$ cat config.mk
export PLATFORM = sky130hd
export DESIGN_NAME = codec
export DESIGN_NICKNAME = d
export VERILOG_FILES = /design/src/hw/lz_pkg.sv /design/src/hw/history_cam.sv /design/src/hw/match_prio_enc.sv /design/src/hw/coder_ctrl.sv /design/src/hw/coder.sv /design/src/hw/decoder.sv /design/src/hw/codec.sv
export SDC_FILE = /design/constraint.sdc
export NUM_CORES = 2
export LEC_CHECK = 0
export BUFFER_PORTS_ARGS = -buffer_cell sky130_fd_sc_hd__buf_2
export CAP_MARGIN = 40
export CORE_MARGIN = 2
export CORE_UTILIZATION = 26
export DETAILED_ROUTE_END_ITERATION = 8
export PLACE_DENSITY_LB_ADDON = 0.3
export SLEW_MARGIN = 20
export SYNTH_ARGS = -nofsm -noshare
export SYNTH_HDL_FRONTEND = slang
export SYNTH_SLANG_ARGS = --single-unit
export TNS_END_PERCENT = 100
$ cat constraint.sdc
create_clock -name clk -period 7.3 [get_ports clk]
set_input_delay 1.46 -clock clk [delete_from_list [all_inputs] [get_ports clk]]
set_output_delay 1.46 -clock clk [all_outputs]
set_load 0.05 [all_outputs]
$ cat src/hw/lz_pkg.sv
//----------------------------------------
// Shared LZ codec types and constants
// Length field is 5 bits, 0 encodes 32
//----------------------------------------
`default_nettype none

package lz_pkg;

  // Data and code word types
  typedef logic [7:0] byte_t;
  typedef logic [8:0] code_t;
  typedef logic [5:0] len_t;

  // Token layout
  localparam int FLAG_BIT = 8;
  localparam int LEN_W    = 5;
  localparam len_t MAX_RUN = 6'd32;

  // Code word source select
  localparam logic [1:0] SEL_OLDER = 2'd0;
  localparam logic [1:0] SEL_NEWER = 2'd1;
  localparam logic [1:0] SEL_LEN   = 2'd2;
  localparam logic [1:0] SEL_ADDR  = 2'd3;

  typedef enum logic [2:0] {
    CS_IDLE,
    CS_WAIT_DEC,
    CS_OUT_LEN,
    CS_OUT_ADDR,
    CS_OUT_PEN,
    CS_OUT_LAST
  } coder_state_t;

  typedef enum logic [1:0] {
    DS_IDLE,
    DS_OUT_LIT,
    DS_OUT_HIST
  } dec_state_t;

endpackage

`default_nettype wire

$ cat src/hw/history_cam.sv
//----------------------------------------
// Shifting history, entry 0 is the newest
// Chain bits keep a fixed distance per run
//----------------------------------------
`timescale 1ns/1ps
`default_nettype none

module history_cam #(
  parameter int HIST_DEPTH = 64,
  parameter int ADDR_W     = 6
) (
  input  logic                  clk,
  input  logic                  rstN,
  input  lz_pkg::byte_t         din,
  input  logic                  ld,
  input  logic                  clr,
  input  logic [ADDR_W-1:0]     rd_addr,
  output logic [HIST_DEPTH-1:0] match_vec,
  output lz_pkg::byte_t         rd_data
);
  import lz_pkg::*;

  byte_t mem [HIST_DEPTH];
  logic [HIST_DEPTH-1:0] valid;
  logic [HIST_DEPTH-1:0] chain;
  logic [HIST_DEPTH-1:0] eq_vec;

  // Compare against every filled entry
  always_comb begin
    for (int i = 0; i < HIST_DEPTH; i++) begin
      eq_vec[i] = valid[i] && (mem[i] == din);
    end
  end

  assign match_vec = eq_vec & chain;
  assign rd_data   = mem[rd_addr];

  always_ff @(posedge clk) begin
    if (ld) begin
      mem[0] <= din;
      for (int i = 1; i < HIST_DEPTH; i++) begin
        mem[i] <= mem[i-1];
      end
    end
  end

  // clr with ld starts a fresh run on this byte
  always_ff @(posedge clk or negedge rstN) begin
    if (!rstN) begin
      valid <= '0;
      chain <= '1;
    end else if (ld) begin
      valid <= {valid[HIST_DEPTH-2:0], 1'b1};
      chain <= clr ? eq_vec : match_vec;
    end else if (clr) begin
      chain <= '1;
    end
  end

endmodule

`default_nettype wire

$ cat src/hw/match_prio_enc.sv
//----------------------------------------
// Lowest-index priority encoder, 16-way tree
// Input is zero padded to a power of 16
//----------------------------------------
`timescale 1ns/1ps
`default_nettype none

module match_prio_enc #(
  parameter int HIST_DEPTH = 64,
  parameter int ADDR_W     = 6
) (
  input  logic [HIST_DEPTH-1:0] match_vec,
  output logic [ADDR_W-1:0]     addr,
  output logic                  hit
);

  localparam int LEVELS = (ADDR_W + 3) / 4;
  localparam int AW4    = 4 * LEVELS;
  localparam int PW     = 1 << AW4;

  logic [PW-1:0]  hv;
  logic [PW-1:0]  hv_nxt;
  logic [AW4-1:0] av     [PW];
  logic [AW4-1:0] av_nxt [PW];

  // {hit, index} of the lowest set bit of a group
  function automatic logic [4:0] pri16(input logic [15:0] v);
    logic [4:0] r;
    r = 5'd0;
    for (int k = 15; k >= 0; k--) begin
      if (v[k]) r = {1'b1, 4'(k)};
    end
    return r;
  endfunction

  always_comb begin
    int groups;
    logic [4:0] p;
    groups = 0;
    p = '0;
    hv = '0;
    hv[HIST_DEPTH-1:0] = match_vec;
    hv_nxt = '0;
    for (int i = 0; i < PW; i++) begin
      av[i] = '0;
      av_nxt[i] = '0;
    end
    // Each level folds 16 groups into one
    for (int lvl = 0; lvl < LEVELS; lvl++) begin
      groups = PW >> (4 * (lvl + 1));
      hv_nxt = '0;
      for (int g = 0; g < PW / 16; g++) begin
        if (g < groups) begin
          p = pri16(hv[g*16 +: 16]);
          hv_nxt[g] = p[4];
          av_nxt[g] = av[g*16 + p[3:0]] | (AW4'(p[3:0]) << (4 * lvl));
        end
      end
      hv = hv_nxt;
      for (int g = 0; g < PW / 16; g++) begin
        av[g] = av_nxt[g];
      end
    end
    hit  = hv[0];
    addr = av[0][ADDR_W-1:0];
  end

endmodule

`default_nettype wire

$ cat src/hw/coder_ctrl.sv
//----------------------------------------
// Coder FSM and run counter
// ld is only accepted in IDLE, file_in never with ld
//----------------------------------------
`timescale 1ns/1ps
`default_nettype none

module coder_ctrl (
  input  logic         clk,
  input  logic         rstN,
  input  logic         ld,
  input  logic         file_in,
  input  logic         hit,
  input  logic         dec_busy,
  output lz_pkg::len_t run_len,
  output logic [1:0]   code_sel,
  output logic         code_valid,
  output logic         clr,
  output logic         busy
);
  import lz_pkg::*;

  coder_state_t state, next_state;
  coder_state_t new_st, tok_st;
  len_t cnt;
  logic tok_pair;
  logic tok_two;
  logic at_max;
  logic ld_end;
  logic fl_end;
  logic end_evt;

  // Run end events
  assign at_max  = (cnt == MAX_RUN);
  assign ld_end  = ld && (cnt != '0) && (!hit || at_max);
  assign fl_end  = file_in && !ld && (cnt != '0) && (state == CS_IDLE);
  assign end_evt = ld_end || fl_end;
  assign clr     = ld ? ((cnt == '0) || ld_end) : fl_end;

  always_ff @(posedge clk or negedge rstN) begin
    if (!rstN) begin
      cnt <= '0;
    end else if (end_evt) begin
      cnt <= ld ? len_t'(1) : '0;
    end else if (ld) begin
      cnt <= cnt + len_t'(1);
    end
  end

  // Ended run is held here while the token goes out
  always_ff @(posedge clk) begin
    if (end_evt) run_len <= cnt;
  end

  always_ff @(posedge clk or negedge rstN) begin
    if (!rstN) begin
      tok_pair <= 1'b0;
      tok_two  <= 1'b0;
    end else if (end_evt) begin
      tok_pair <= (cnt >= len_t'(3));
      tok_two  <= (cnt == len_t'(2));
    end
  end

  always_comb begin
    if (cnt >= len_t'(3))      new_st = CS_OUT_LEN;
    else if (cnt == len_t'(2)) new_st = CS_OUT_PEN;
    else                       new_st = CS_OUT_LAST;
    if (tok_pair)      tok_st = CS_OUT_LEN;
    else if (tok_two)  tok_st = CS_OUT_PEN;
    else               tok_st = CS_OUT_LAST;
  end

  always_ff @(posedge clk or negedge rstN) begin
    if (!rstN) state <= CS_IDLE;
    else       state <= next_state;
  end

  //----------------------------------------
  // Token output sequencing
  //----------------------------------------
  always_comb begin
    next_state = state;
    code_sel   = SEL_OLDER;
    code_valid = 1'b0;
    case (state)
      CS_IDLE: begin
        if (end_evt) next_state = dec_busy ? CS_WAIT_DEC : new_st;
      end
      CS_WAIT_DEC: begin
        if (!dec_busy) next_state = tok_st;
      end
      CS_OUT_LEN: begin
        code_sel   = SEL_LEN;
        code_valid = 1'b1;
        next_state = CS_OUT_ADDR;
      end
      CS_OUT_ADDR: begin
        code_sel   = SEL_ADDR;
        code_valid = 1'b1;
        next_state = CS_IDLE;
      end
      CS_OUT_PEN: begin
        code_sel   = SEL_OLDER;
        code_valid = 1'b1;
        next_state = CS_OUT_LAST;
      end
      CS_OUT_LAST: begin
        code_sel   = SEL_NEWER;
        code_valid = 1'b1;
        next_state = CS_IDLE;
      end
      default: next_state = CS_IDLE;
    endcase
  end

  // High in the token states and when the next cycle cannot take a byte
  assign busy = dec_busy || (state != CS_IDLE) || (next_state != CS_IDLE);

endmodule

`default_nettype wire

$ cat src/hw/coder.sv
//----------------------------------------
// Coder datapath, one code word per cycle
// History address is zero extended into 9 bits
//----------------------------------------
`timescale 1ns/1ps
`default_nettype none

module coder #(
  parameter int HIST_DEPTH = 64,
  parameter int ADDR_W     = 6
) (
  input  logic          clk,
  input  logic          rstN,
  input  lz_pkg::byte_t din,
  input  logic          ld,
  input  logic          file_in,
  input  logic          dec_busy,
  output logic          busy,
  output lz_pkg::code_t code,
  output logic          code_valid
);
  import lz_pkg::*;

  logic [HIST_DEPTH-1:0] match_vec;
  logic [ADDR_W-1:0]     match_addr;
  logic [ADDR_W-1:0]     addr_q;
  logic                  hit;
  logic                  clr;
  logic [1:0]            code_sel;
  len_t                  run_len;
  byte_t                 din_d1, din_d2, din_d3;

  history_cam #(.HIST_DEPTH(HIST_DEPTH), .ADDR_W(ADDR_W)) u_cam (
    .clk, .rstN, .din, .ld, .clr,
    .rd_addr('0), .match_vec, .rd_data()
  );

  match_prio_enc #(.HIST_DEPTH(HIST_DEPTH), .ADDR_W(ADDR_W)) u_enc (
    .match_vec, .addr(match_addr), .hit
  );

  coder_ctrl u_ctrl (
    .clk, .rstN, .ld, .file_in, .hit, .dec_busy,
    .run_len, .code_sel, .code_valid, .clr, .busy
  );

  // Delay line also steps on a flush, so both pending literals sit at d3/d2
  always_ff @(posedge clk) begin
    if (ld || clr) begin
      din_d1 <= din;
      din_d2 <= din_d1;
      din_d3 <= din_d2;
    end
  end

  // Address of the surviving chain, frozen on the ending byte
  always_ff @(posedge clk) begin
    if (ld && hit && !clr) addr_q <= match_addr;
  end

  always_comb begin
    case (code_sel)
      SEL_OLDER: code = {1'b0, din_d3};
      SEL_NEWER: code = {1'b0, din_d2};
      SEL_LEN:   code = {1'b1, {(FLAG_BIT-LEN_W){1'b0}}, run_len[LEN_W-1:0]};
      default:   code = code_t'(addr_q);
    endcase
  end

endmodule

`default_nettype wire

$ cat src/hw/decoder.sv
//----------------------------------------
// Decoder with mirror history
// No new word is expected while dec_busy is high
//----------------------------------------
`timescale 1ns/1ps
`default_nettype none

module decoder #(
  parameter int HIST_DEPTH = 64,
  parameter int ADDR_W     = 6
) (
  input  logic          clk,
  input  logic          rstN,
  input  lz_pkg::code_t code,
  input  logic          code_valid,
  output logic          dec_busy,
  output lz_pkg::byte_t data,
  output logic          out_valid
);
  import lz_pkg::*;

  dec_state_t state, next_state;
  byte_t lit_q;
  byte_t hist_byte;
  len_t  len_cnt;
  logic [ADDR_W-1:0] addr_q;
  logic len_seen;
  logic lit_word;
  logic len_word;
  logic addr_word;
  logic last_byte;

  // Word classification
  assign lit_word  = code_valid && !len_seen && !code[FLAG_BIT];
  assign len_word  = code_valid && !len_seen && code[FLAG_BIT];
  assign addr_word = code_valid && len_seen;

  // Every output byte goes back into the history
  history_cam #(.HIST_DEPTH(HIST_DEPTH), .ADDR_W(ADDR_W)) u_hist (
    .clk, .rstN, .din(data), .ld(out_valid), .clr(1'b0),
    .rd_addr(addr_q), .match_vec(), .rd_data(hist_byte)
  );

  always_ff @(posedge clk) begin
    if (lit_word)  lit_q  <= code[7:0];
    if (addr_word) addr_q <= code[ADDR_W-1:0];
  end

  always_ff @(posedge clk or negedge rstN) begin
    if (!rstN) begin
      len_seen <= 1'b0;
    end else if (len_word) begin
      len_seen <= 1'b1;
    end else if (addr_word) begin
      len_seen <= 1'b0;
    end
  end

  // Zero in the length field means a full run
  always_ff @(posedge clk or negedge rstN) begin
    if (!rstN) begin
      len_cnt <= '0;
    end else if (len_word) begin
      len_cnt <= (code[LEN_W-1:0] == '0) ? MAX_RUN : len_t'(code[LEN_W-1:0]);
    end else if (state == DS_OUT_HIST) begin
      len_cnt <= len_cnt - len_t'(1);
    end
  end

  assign last_byte = (len_cnt == len_t'(1));

  always_ff @(posedge clk or negedge rstN) begin
    if (!rstN) state <= DS_IDLE;
    else       state <= next_state;
  end

  always_comb begin
    next_state = DS_IDLE;
    case (state)
      DS_OUT_HIST: begin
        if (!last_byte) next_state = DS_OUT_HIST;
      end
      default: begin
        if (lit_word)       next_state = DS_OUT_LIT;
        else if (addr_word) next_state = DS_OUT_HIST;
      end
    endcase
  end

  assign out_valid = (state != DS_IDLE);
  assign data      = (state == DS_OUT_HIST) ? hist_byte : lit_q;
  assign dec_busy  = len_seen || (state == DS_OUT_HIST);

endmodule

`default_nettype wire

$ cat src/hw/codec.sv
//----------------------------------------
// LZ codec top, coder feeding decoder
// Load only after a cycle with busy low
//----------------------------------------
`timescale 1ns/1ps
`default_nettype none

module codec #(
  parameter int HIST_DEPTH = 64
) (
  input  logic          clk,
  input  logic          rstN,
  input  lz_pkg::byte_t din,
  input  logic          ld,
  input  logic          file_in,
  output logic          busy,
  output lz_pkg::byte_t data,
  output logic          out_valid,
  output lz_pkg::code_t code,
  output logic          code_valid
);

  localparam int ADDR_W = $clog2(HIST_DEPTH);

  // Decoder back-pressure
  logic dec_busy;

  coder #(.HIST_DEPTH(HIST_DEPTH), .ADDR_W(ADDR_W)) u_coder (
    .clk, .rstN, .din, .ld, .file_in, .dec_busy,
    .busy, .code, .code_valid
  );

  decoder #(.HIST_DEPTH(HIST_DEPTH), .ADDR_W(ADDR_W)) u_decoder (
    .clk, .rstN, .code, .code_valid,
    .dec_busy, .data, .out_valid
  );

endmodule

`default_nettype wire

Yosys cells after proc, flatten, opt, wreduce, memory -nomap -nowiden
Memories as Yosys holds them, arrays and structs flattened. A register that Yosys moved wholly into a read port is not among the register bits. Cells that the tools add are included.

$add $sub $neg: 5. Multipliers: 0. Div/mod/pow operators: 0. Magnitude comparators: 6. Equality and inequality tests: 75. Shifts and indexed selects: 0. Mux-type cells: 112. Bitwise logic cells: 11. Reduce and logical (&&, ||, !) cells: 100.

Operators with widths (count): $eq 8x8->1 (64); $mux 5 (68); $mux 64 (3); $ge 33x9->1 const B (5); $logic_and 1x1->1 (75); $mux 8 (9); $not 4->33 (2); $not 7->33 (2); $and 64x64->64 (1); $bmux 8 s8 (1); $mux 6 (8); $not 6->33 (1); $or 8x4->8 (4); $pmux 9 s3 (1); $mux 3 (5); $add 6x4->7 const A (2); $pmux 3 s4 (1); $mux 1 (11); $reduce_bool 2->1 (5); $mux 2 (4); $logic_or 1x1->1 (7); $add 5x4->6 const A (1); $add 6x1->6 const B (1); $eq 3x2->1 const B (2); other kinds (19) (26).

Bits in registers: 197. Latch bits: 0. Bits in writable memories: 1024. ROM bits: 8192. Output and inout bits: 20. Logic and storage cells: 331. Memories kept: 6.

Memories: (no name shown) (depth 256, width 8, read ports 1, clocked after memory_dff 0, wr ports 0, RTL line match_prio_enc.sv:56) `av_nxt[g] = av[g*16 + p[3:0]] | (AW4'(p[3:0]) << (4 * lvl));`; (no name shown) (depth 256, width 8, read ports 1, clocked after memory_dff 0, wr ports 0, RTL line match_prio_enc.sv:56); (no name shown) (depth 256, width 8, read ports 1, clocked after memory_dff 0, wr ports 0, RTL line match_prio_enc.sv:56); (no name shown) (depth 256, width 8, read ports 1, clocked after memory_dff 0, wr ports 0, RTL line match_prio_enc.sv:56); u_coder.u_cam.mem (depth 64, width 8, read ports 64, clocked after memory_dff 0, wr ports 64, RTL line history_cam.sv:23) `byte_t mem [HIST_DEPTH];`; u_decoder.u_hist.mem (depth 64, width 8, read ports 64, clocked after memory_dff 1, wr ports 64, RTL line history_cam.sv:23).

Depth between registers and ports, before layout
An unclocked memory read counts as a cell.

Depth in word-level cells: 32. Depth in mapped cells: 15. Depth with buffers taken out: 10.

Cells and area by module
From an unflattened synthesis, not the netlist that was laid out.

Cell total of the unflattened synthesis: 4489. Area, all modules: 64959.8 um2.

By module, submodules not included: history_cam at u_coder.u_cam (times used 1, cells an instance 2060, area an instance 30535.5 um2); history_cam at u_decoder.u_hist (times used 1, cells an instance 2077, area an instance 30526.8 um2); coder (times used 1, cells an instance 49, area an instance 1103.6 um2); decoder (times used 1, cells an instance 77, area an instance 1036.0 um2); coder_ctrl (times used 1, cells an instance 82, area an instance 888.4 um2); match_prio_enc (times used 1, cells an instance 144, area an instance 869.6 um2).

Least setup slack after synthesis
No wires, ideal clock.

Path kind: register to output. Start point: reg u_decoder.state[0]. End point: out out_valid. Data arrival time: 6.594 ns. Data required time: 5.840 ns. Setup slack: -0.754 ns. Cell stages (with the launch flop): 2. Path buffers: 0. Cell sequence: dfrtp_1 -> or2_2.

Word-level cells in the longest chain between the ends: 1.

RTL lines: start, declared (RTL line decoder.sv:22) `dec_state_t state, next_state;`; start signal, assigned (RTL line decoder.sv:74) `else state <= next_state;`; $reduce_bool 2->1 (RTL line decoder.sv:90) `assign out_valid = (state != DS_IDLE);`; end, declared (RTL line codec.sv:18) `output logic out_valid,`.

Every way passes these cells.

Final worst setup path
Start point: in din[3]. End point: out busy.

Word-level cells in the longest chain between the ends: 31.

RTL lines: start, declared (RTL line codec.sv:13) `input lz_pkg::byte_t din,`; $eq 8x8->1 (RTL line history_cam.sv:31) `eq_vec[i] = valid[i] && (mem[i] == din);`; $logic_and 1x1->1 (RTL line history_cam.sv:31); $and 64x64->64 * (RTL line history_cam.sv:35) `assign match_vec = eq_vec & chain;`; $mux 5 (19 in series) (RTL line match_prio_enc.sv:31) `if (v[k]) r = {1'b1, 4'(k)};`; $mux 5 * (RTL line match_prio_enc.sv:31); $logic_not 1->1 * (RTL line coder_ctrl.sv:35) `assign ld_end = ld && (cnt != '0) && (!hit || at_max);`; $logic_or 1x1->1 * (RTL line coder_ctrl.sv:35); $logic_and 1x1->1 * (RTL line coder_ctrl.sv:35); $logic_or 1x1->1 * (RTL line coder_ctrl.sv:37) `assign end_evt = ld_end || fl_end;`; $mux 3 * (RTL line coder_ctrl.sv:88) `if (end_evt) next_state = dec_busy ? CS_WAIT_DEC : new_st;`; $pmux 3 s4 * (RTL line coder_ctrl.sv:86) `case (state)`; $reduce_bool 3->1 * (RTL line coder_ctrl.sv:118) `assign busy = dec_busy || (state != CS_IDLE) || (next_state != CS_IDLE);`; $logic_or 1x1->1 * (RTL line coder_ctrl.sv:118); end, declared (RTL line codec.sv:16) `output logic busy,`.

Mark *: on every way between the ends. The rest lies on a longest branch, timed or not.

==> key figures <==
Outcome
  • Outcome: complete, no violations

Layout
  • Final instance area: between 50000 and 60000 um^2
  • Fin cells: ~5700
  • Core Util, Final: between 30% and 40%
  • Share of cells above drive strength 1: 19.5%
  • ANT cells: 0
  • Fin nets: 3081
  • Register area: 36100 um^2
  • Fill cells: between 15000 and 20000
  • Area of the multi-input gates: around 14000 um^2
  • Synth-to-Final Area Change: 15.2%

Timing
  • Final Max Slew Viols: 0
  • Fin crit share: slightly below 90%
  • Fmax: about 160 MHz
  • Rel. slew slack: around 42%
  • Hold Vio Cnt, Final: 0
  • Unrepaired setup endpoints after global routing: false
  • Final TNS setup: 0 ps
  • Final WS setup: approximately 960 ps
  • Min Tclk post-route: about 6300 ps
  • Final setup violation count: 0
  • Skew final: 24.1 ps
  • Worst slew pin tran: between 800 and 900 ps

Route
  • Highest Signal Layer: met4
  • DR WL met2: about 55000 um
  • Pre-antenna DRT Iters: 5
  • Via count: roughly 26000
  • First DRT Iteration DRCs: 1903
  • DR WL met3: between 4000 and 5000 um
  • Routed WL: between 100000 and 150000 um
  • DRC Markers: 0
  • Post-DRT Antenna Nets: 0
  • Average wire per standard cell: roughly 20 um
  • Met1 wire length: about 51000 um
  • DR vias/cell: approximately 4.5

Setup path
  • Crit path max-delay family: buffers and inverters
  • Worst setup path class: input port to primary output
  • CP arrival: 4880 ps
  • CP Cell Sequence: buf_4, buf_4, nor2b_1, a211o_1, nor4_2, a21oi_1, and3_1, nand4_2, o21ai_4, a31oi_1, nand2_1, buf_12
  • Critical Path End Type: primary output
  • CP Buf/Inv Count: 3
  • Most Frequent Cell on Critical Path: buf_4
  • Delay of the slowest critical-path stage: just over 600 ps
  • Critical Path Start: din[3]
  • R2r worst-path depth: 11
  • Slowest CP cell: buf_4
  • Critical Path Stages: 12
  • CP required: 5840 ps
  • Worst R2R Start: u_coder.u_cam.mem[1][186]
  • CP startpoint kind: input port
  • Crit-path max FO: 32

Global routing
  • First-pass GRT wire length: between 150000 and 200000 um
  • Vias in the first global route: between 20000 and 30000
  • Pin count of the biggest net entering global routing: 110
  • Gr usage total: 11.3%
  • Grt ovf: 0
  • Initial antenna violation count: 1

Synthesis
  • Syn Nets: between 2000 and 3000
  • Async S/R FF share, synth: 12.1%
  • Top post-synthesis cells by area: edfxtp_1 63%, mux4_2 7.4%, xnor2_1 5.4%, dfrtp_1 4.1%, dfstp_2 3.3%
  • Syn Area/Cell: around 17 um^2
  • Sequential fraction of the synthesis area: between 70 and 80%
  • Syn. warnings: 0
  • Yosys top cell area share: between 60% and 70%
  • Distinct cells, synth: 83
  • Yosys top cell by area: edfxtp_1
  • Synthesized area: 50800 um^2
  • Post-synth EDFFs: 1073
  • Mapped Cells: roughly 3000
  • Post-synth top flop: edfxtp_1
  • Synthesized flop and latch total: 1227

Min path
  • Worst hold path type: register to register
  • Hold Crit Depth: 0
  • Hold path start: u_coder.din_d1[4]

Power and ir drop
  • Leak Pwr: ~19 nW
  • PwrDens: around 370 nW/um^2
  • Peak supply drop: between 200 and 300 uV

Floorplan
  • Die Ht: roughly 450 um
  • FP Rows: 162
  • Core area: 195000 um^2
  • Die width: 446 um
  • Die area: 199000 um^2
  • Initial core utilization: between 20% and 30%
  • Ports: 32

CTS
  • CTS tree: built
  • Max Root-Sink Buffers: 3
  • Post-CTS sizing: 0
  • TritonCTS buffer count: 132
  • Hold-fix buffers at CTS: 0
  • Clk_lat worst skew: between 700 and 800 ps
  • H-tree depth: 4
  • Register clock-pin slew on the reported worst setup and hold paths: about 60 ps
  • Root Buffer: clkbuf_16
  • CTS Sinks: about 1200
  • Setup repair bufs after CTS: 0

Job
  • Max Cap Viol: 0

Place
  • PortBufs: 31
  • Post-placement setup slack: slightly below 900 ps
  • Hpwl dp: between 60000 and 70000 um
  • Placed cell area: around 54000 um^2
  • Gpl congestion: 0.772
  • Cells after DPL: roughly 5500
## registers in the layout, indices dropped and copies added (netlist names), 8 cells and up, named ones only
register              cells
u_coder.din_d1            8
u_decoder.lit_q           8
u_coder.u_cam.chain      64
u_coder.u_cam.mem       512
u_decoder.u_hist.mem    512
u_coder.din_d2            8
u_coder.u_cam.valid      64
u_coder.din_d3            8
## placed cells by master, fill, tap and decap left out, drive strengths merged, types with 16 or more instances in the layout
cell type  synthesis  layout
dfrtp             84      84
mux4             168     168
nand2            124     124
a21oi             28      28
xor2             184     184
clkbuf            62     189
clkinv             1      42
xnor2            314     314
and3              19      19
nor3              73      73
nand4             62      62
mux2              65      65
and2              20      20
buf               76     109
nand2b            20      20
o2111ai           16      16
edfxtp          1073    1073
dfstp             64      64
nor2              28      28
inv               28      36
nor4              47      47
nand3             74      74
o21ai            186     186
## logic make-up after synthesis
group | share of synthesized area, %
flip-flops | 71.1
AND/OR/NAND/NOR | 5.29
XOR/XNOR | 8.58
AO/OA/AOI/OAI | 3.84
multiplexers | 9.02
buffers and inverters | 2.06
adder cells (fa/ha/maj) | 0.123
## path summary, 6_finish.rpt
path                                          endpoint  slack [ps]
worst max-delay path                              busy         960
worst min-delay path                 u_coder.din_d2[4]         420
worst max register to register       u_coder.addr_q[2]        3120
worst min register to register       u_coder.din_d2[4]         420
max in group asynchronous       u_coder.u_cam.chain[9]        5420
min in group asynchronous       u_coder.u_cam.valid[3]         600
## report_power, final
group | leakage (nW) | switching [mW] | internal, mW
sequential | 11.7 | 0.889 | 9.91
clock | 2.04 | 2.79 | 3.75
combinational | 5.03 | 2.43 | 1.68
## metal layers
metal,vias to the layer above,track usage [%]
met4,0,3.24
met2,516,18.3
li1,11661,-
met3,159,2.02
met5,-,0
met1,13560,15.3
## Yosys cell counts, types with 8 or more instances
cell / number
a21oi_1: 28
a22oi_1: 12
and2_1: 19
and3_1: 19
buf_1: 13
buf_4: 24
buf_6: 25
buf_8: 8
clkbuf_1: 62
dfrtp_1: 84
dfstp_2: 64
edfxtp_1: 1073
inv_1: 27
mux2_2: 65
mux4_2: 168
nand2_1: 124
nand2b_1: 20
nand3_1: 73
nand4_1: 61
nor2_1: 28
nor2b_1: 10
nor3_1: 71
nor4_1: 44
o2111ai_1: 16
o21ai_0: 167
o21ai_1: 18
o31ai_1: 8
xnor2_1: 314
xor2_1: 184
## layout make-up
type | instances | area share, %
Multi-Input combinational cell | 1564 | 23.3
Inverter | 29 | 0.188
Timing Repair Buffer | 110 | 2.18
Tap cell | 2542 | 5.43
Clock buffer | 189 | 6.29
Sequential cell | 1227 | 61.7
Clock inverter | 57 | 0.855
## through the flow
| stage | power, mW | hold slack, ps |
|---|---|---|
| finish | 21.4 | 420 |
| global route | 22.5 | 425 |
| CTS | 21.8 | 420 |
| detailed placement | 15.1 | 405 |
| global placement | 14.9 | 403 |
| floorplan | 13.6 | 400 |
(Power assumes the default switching activity.)
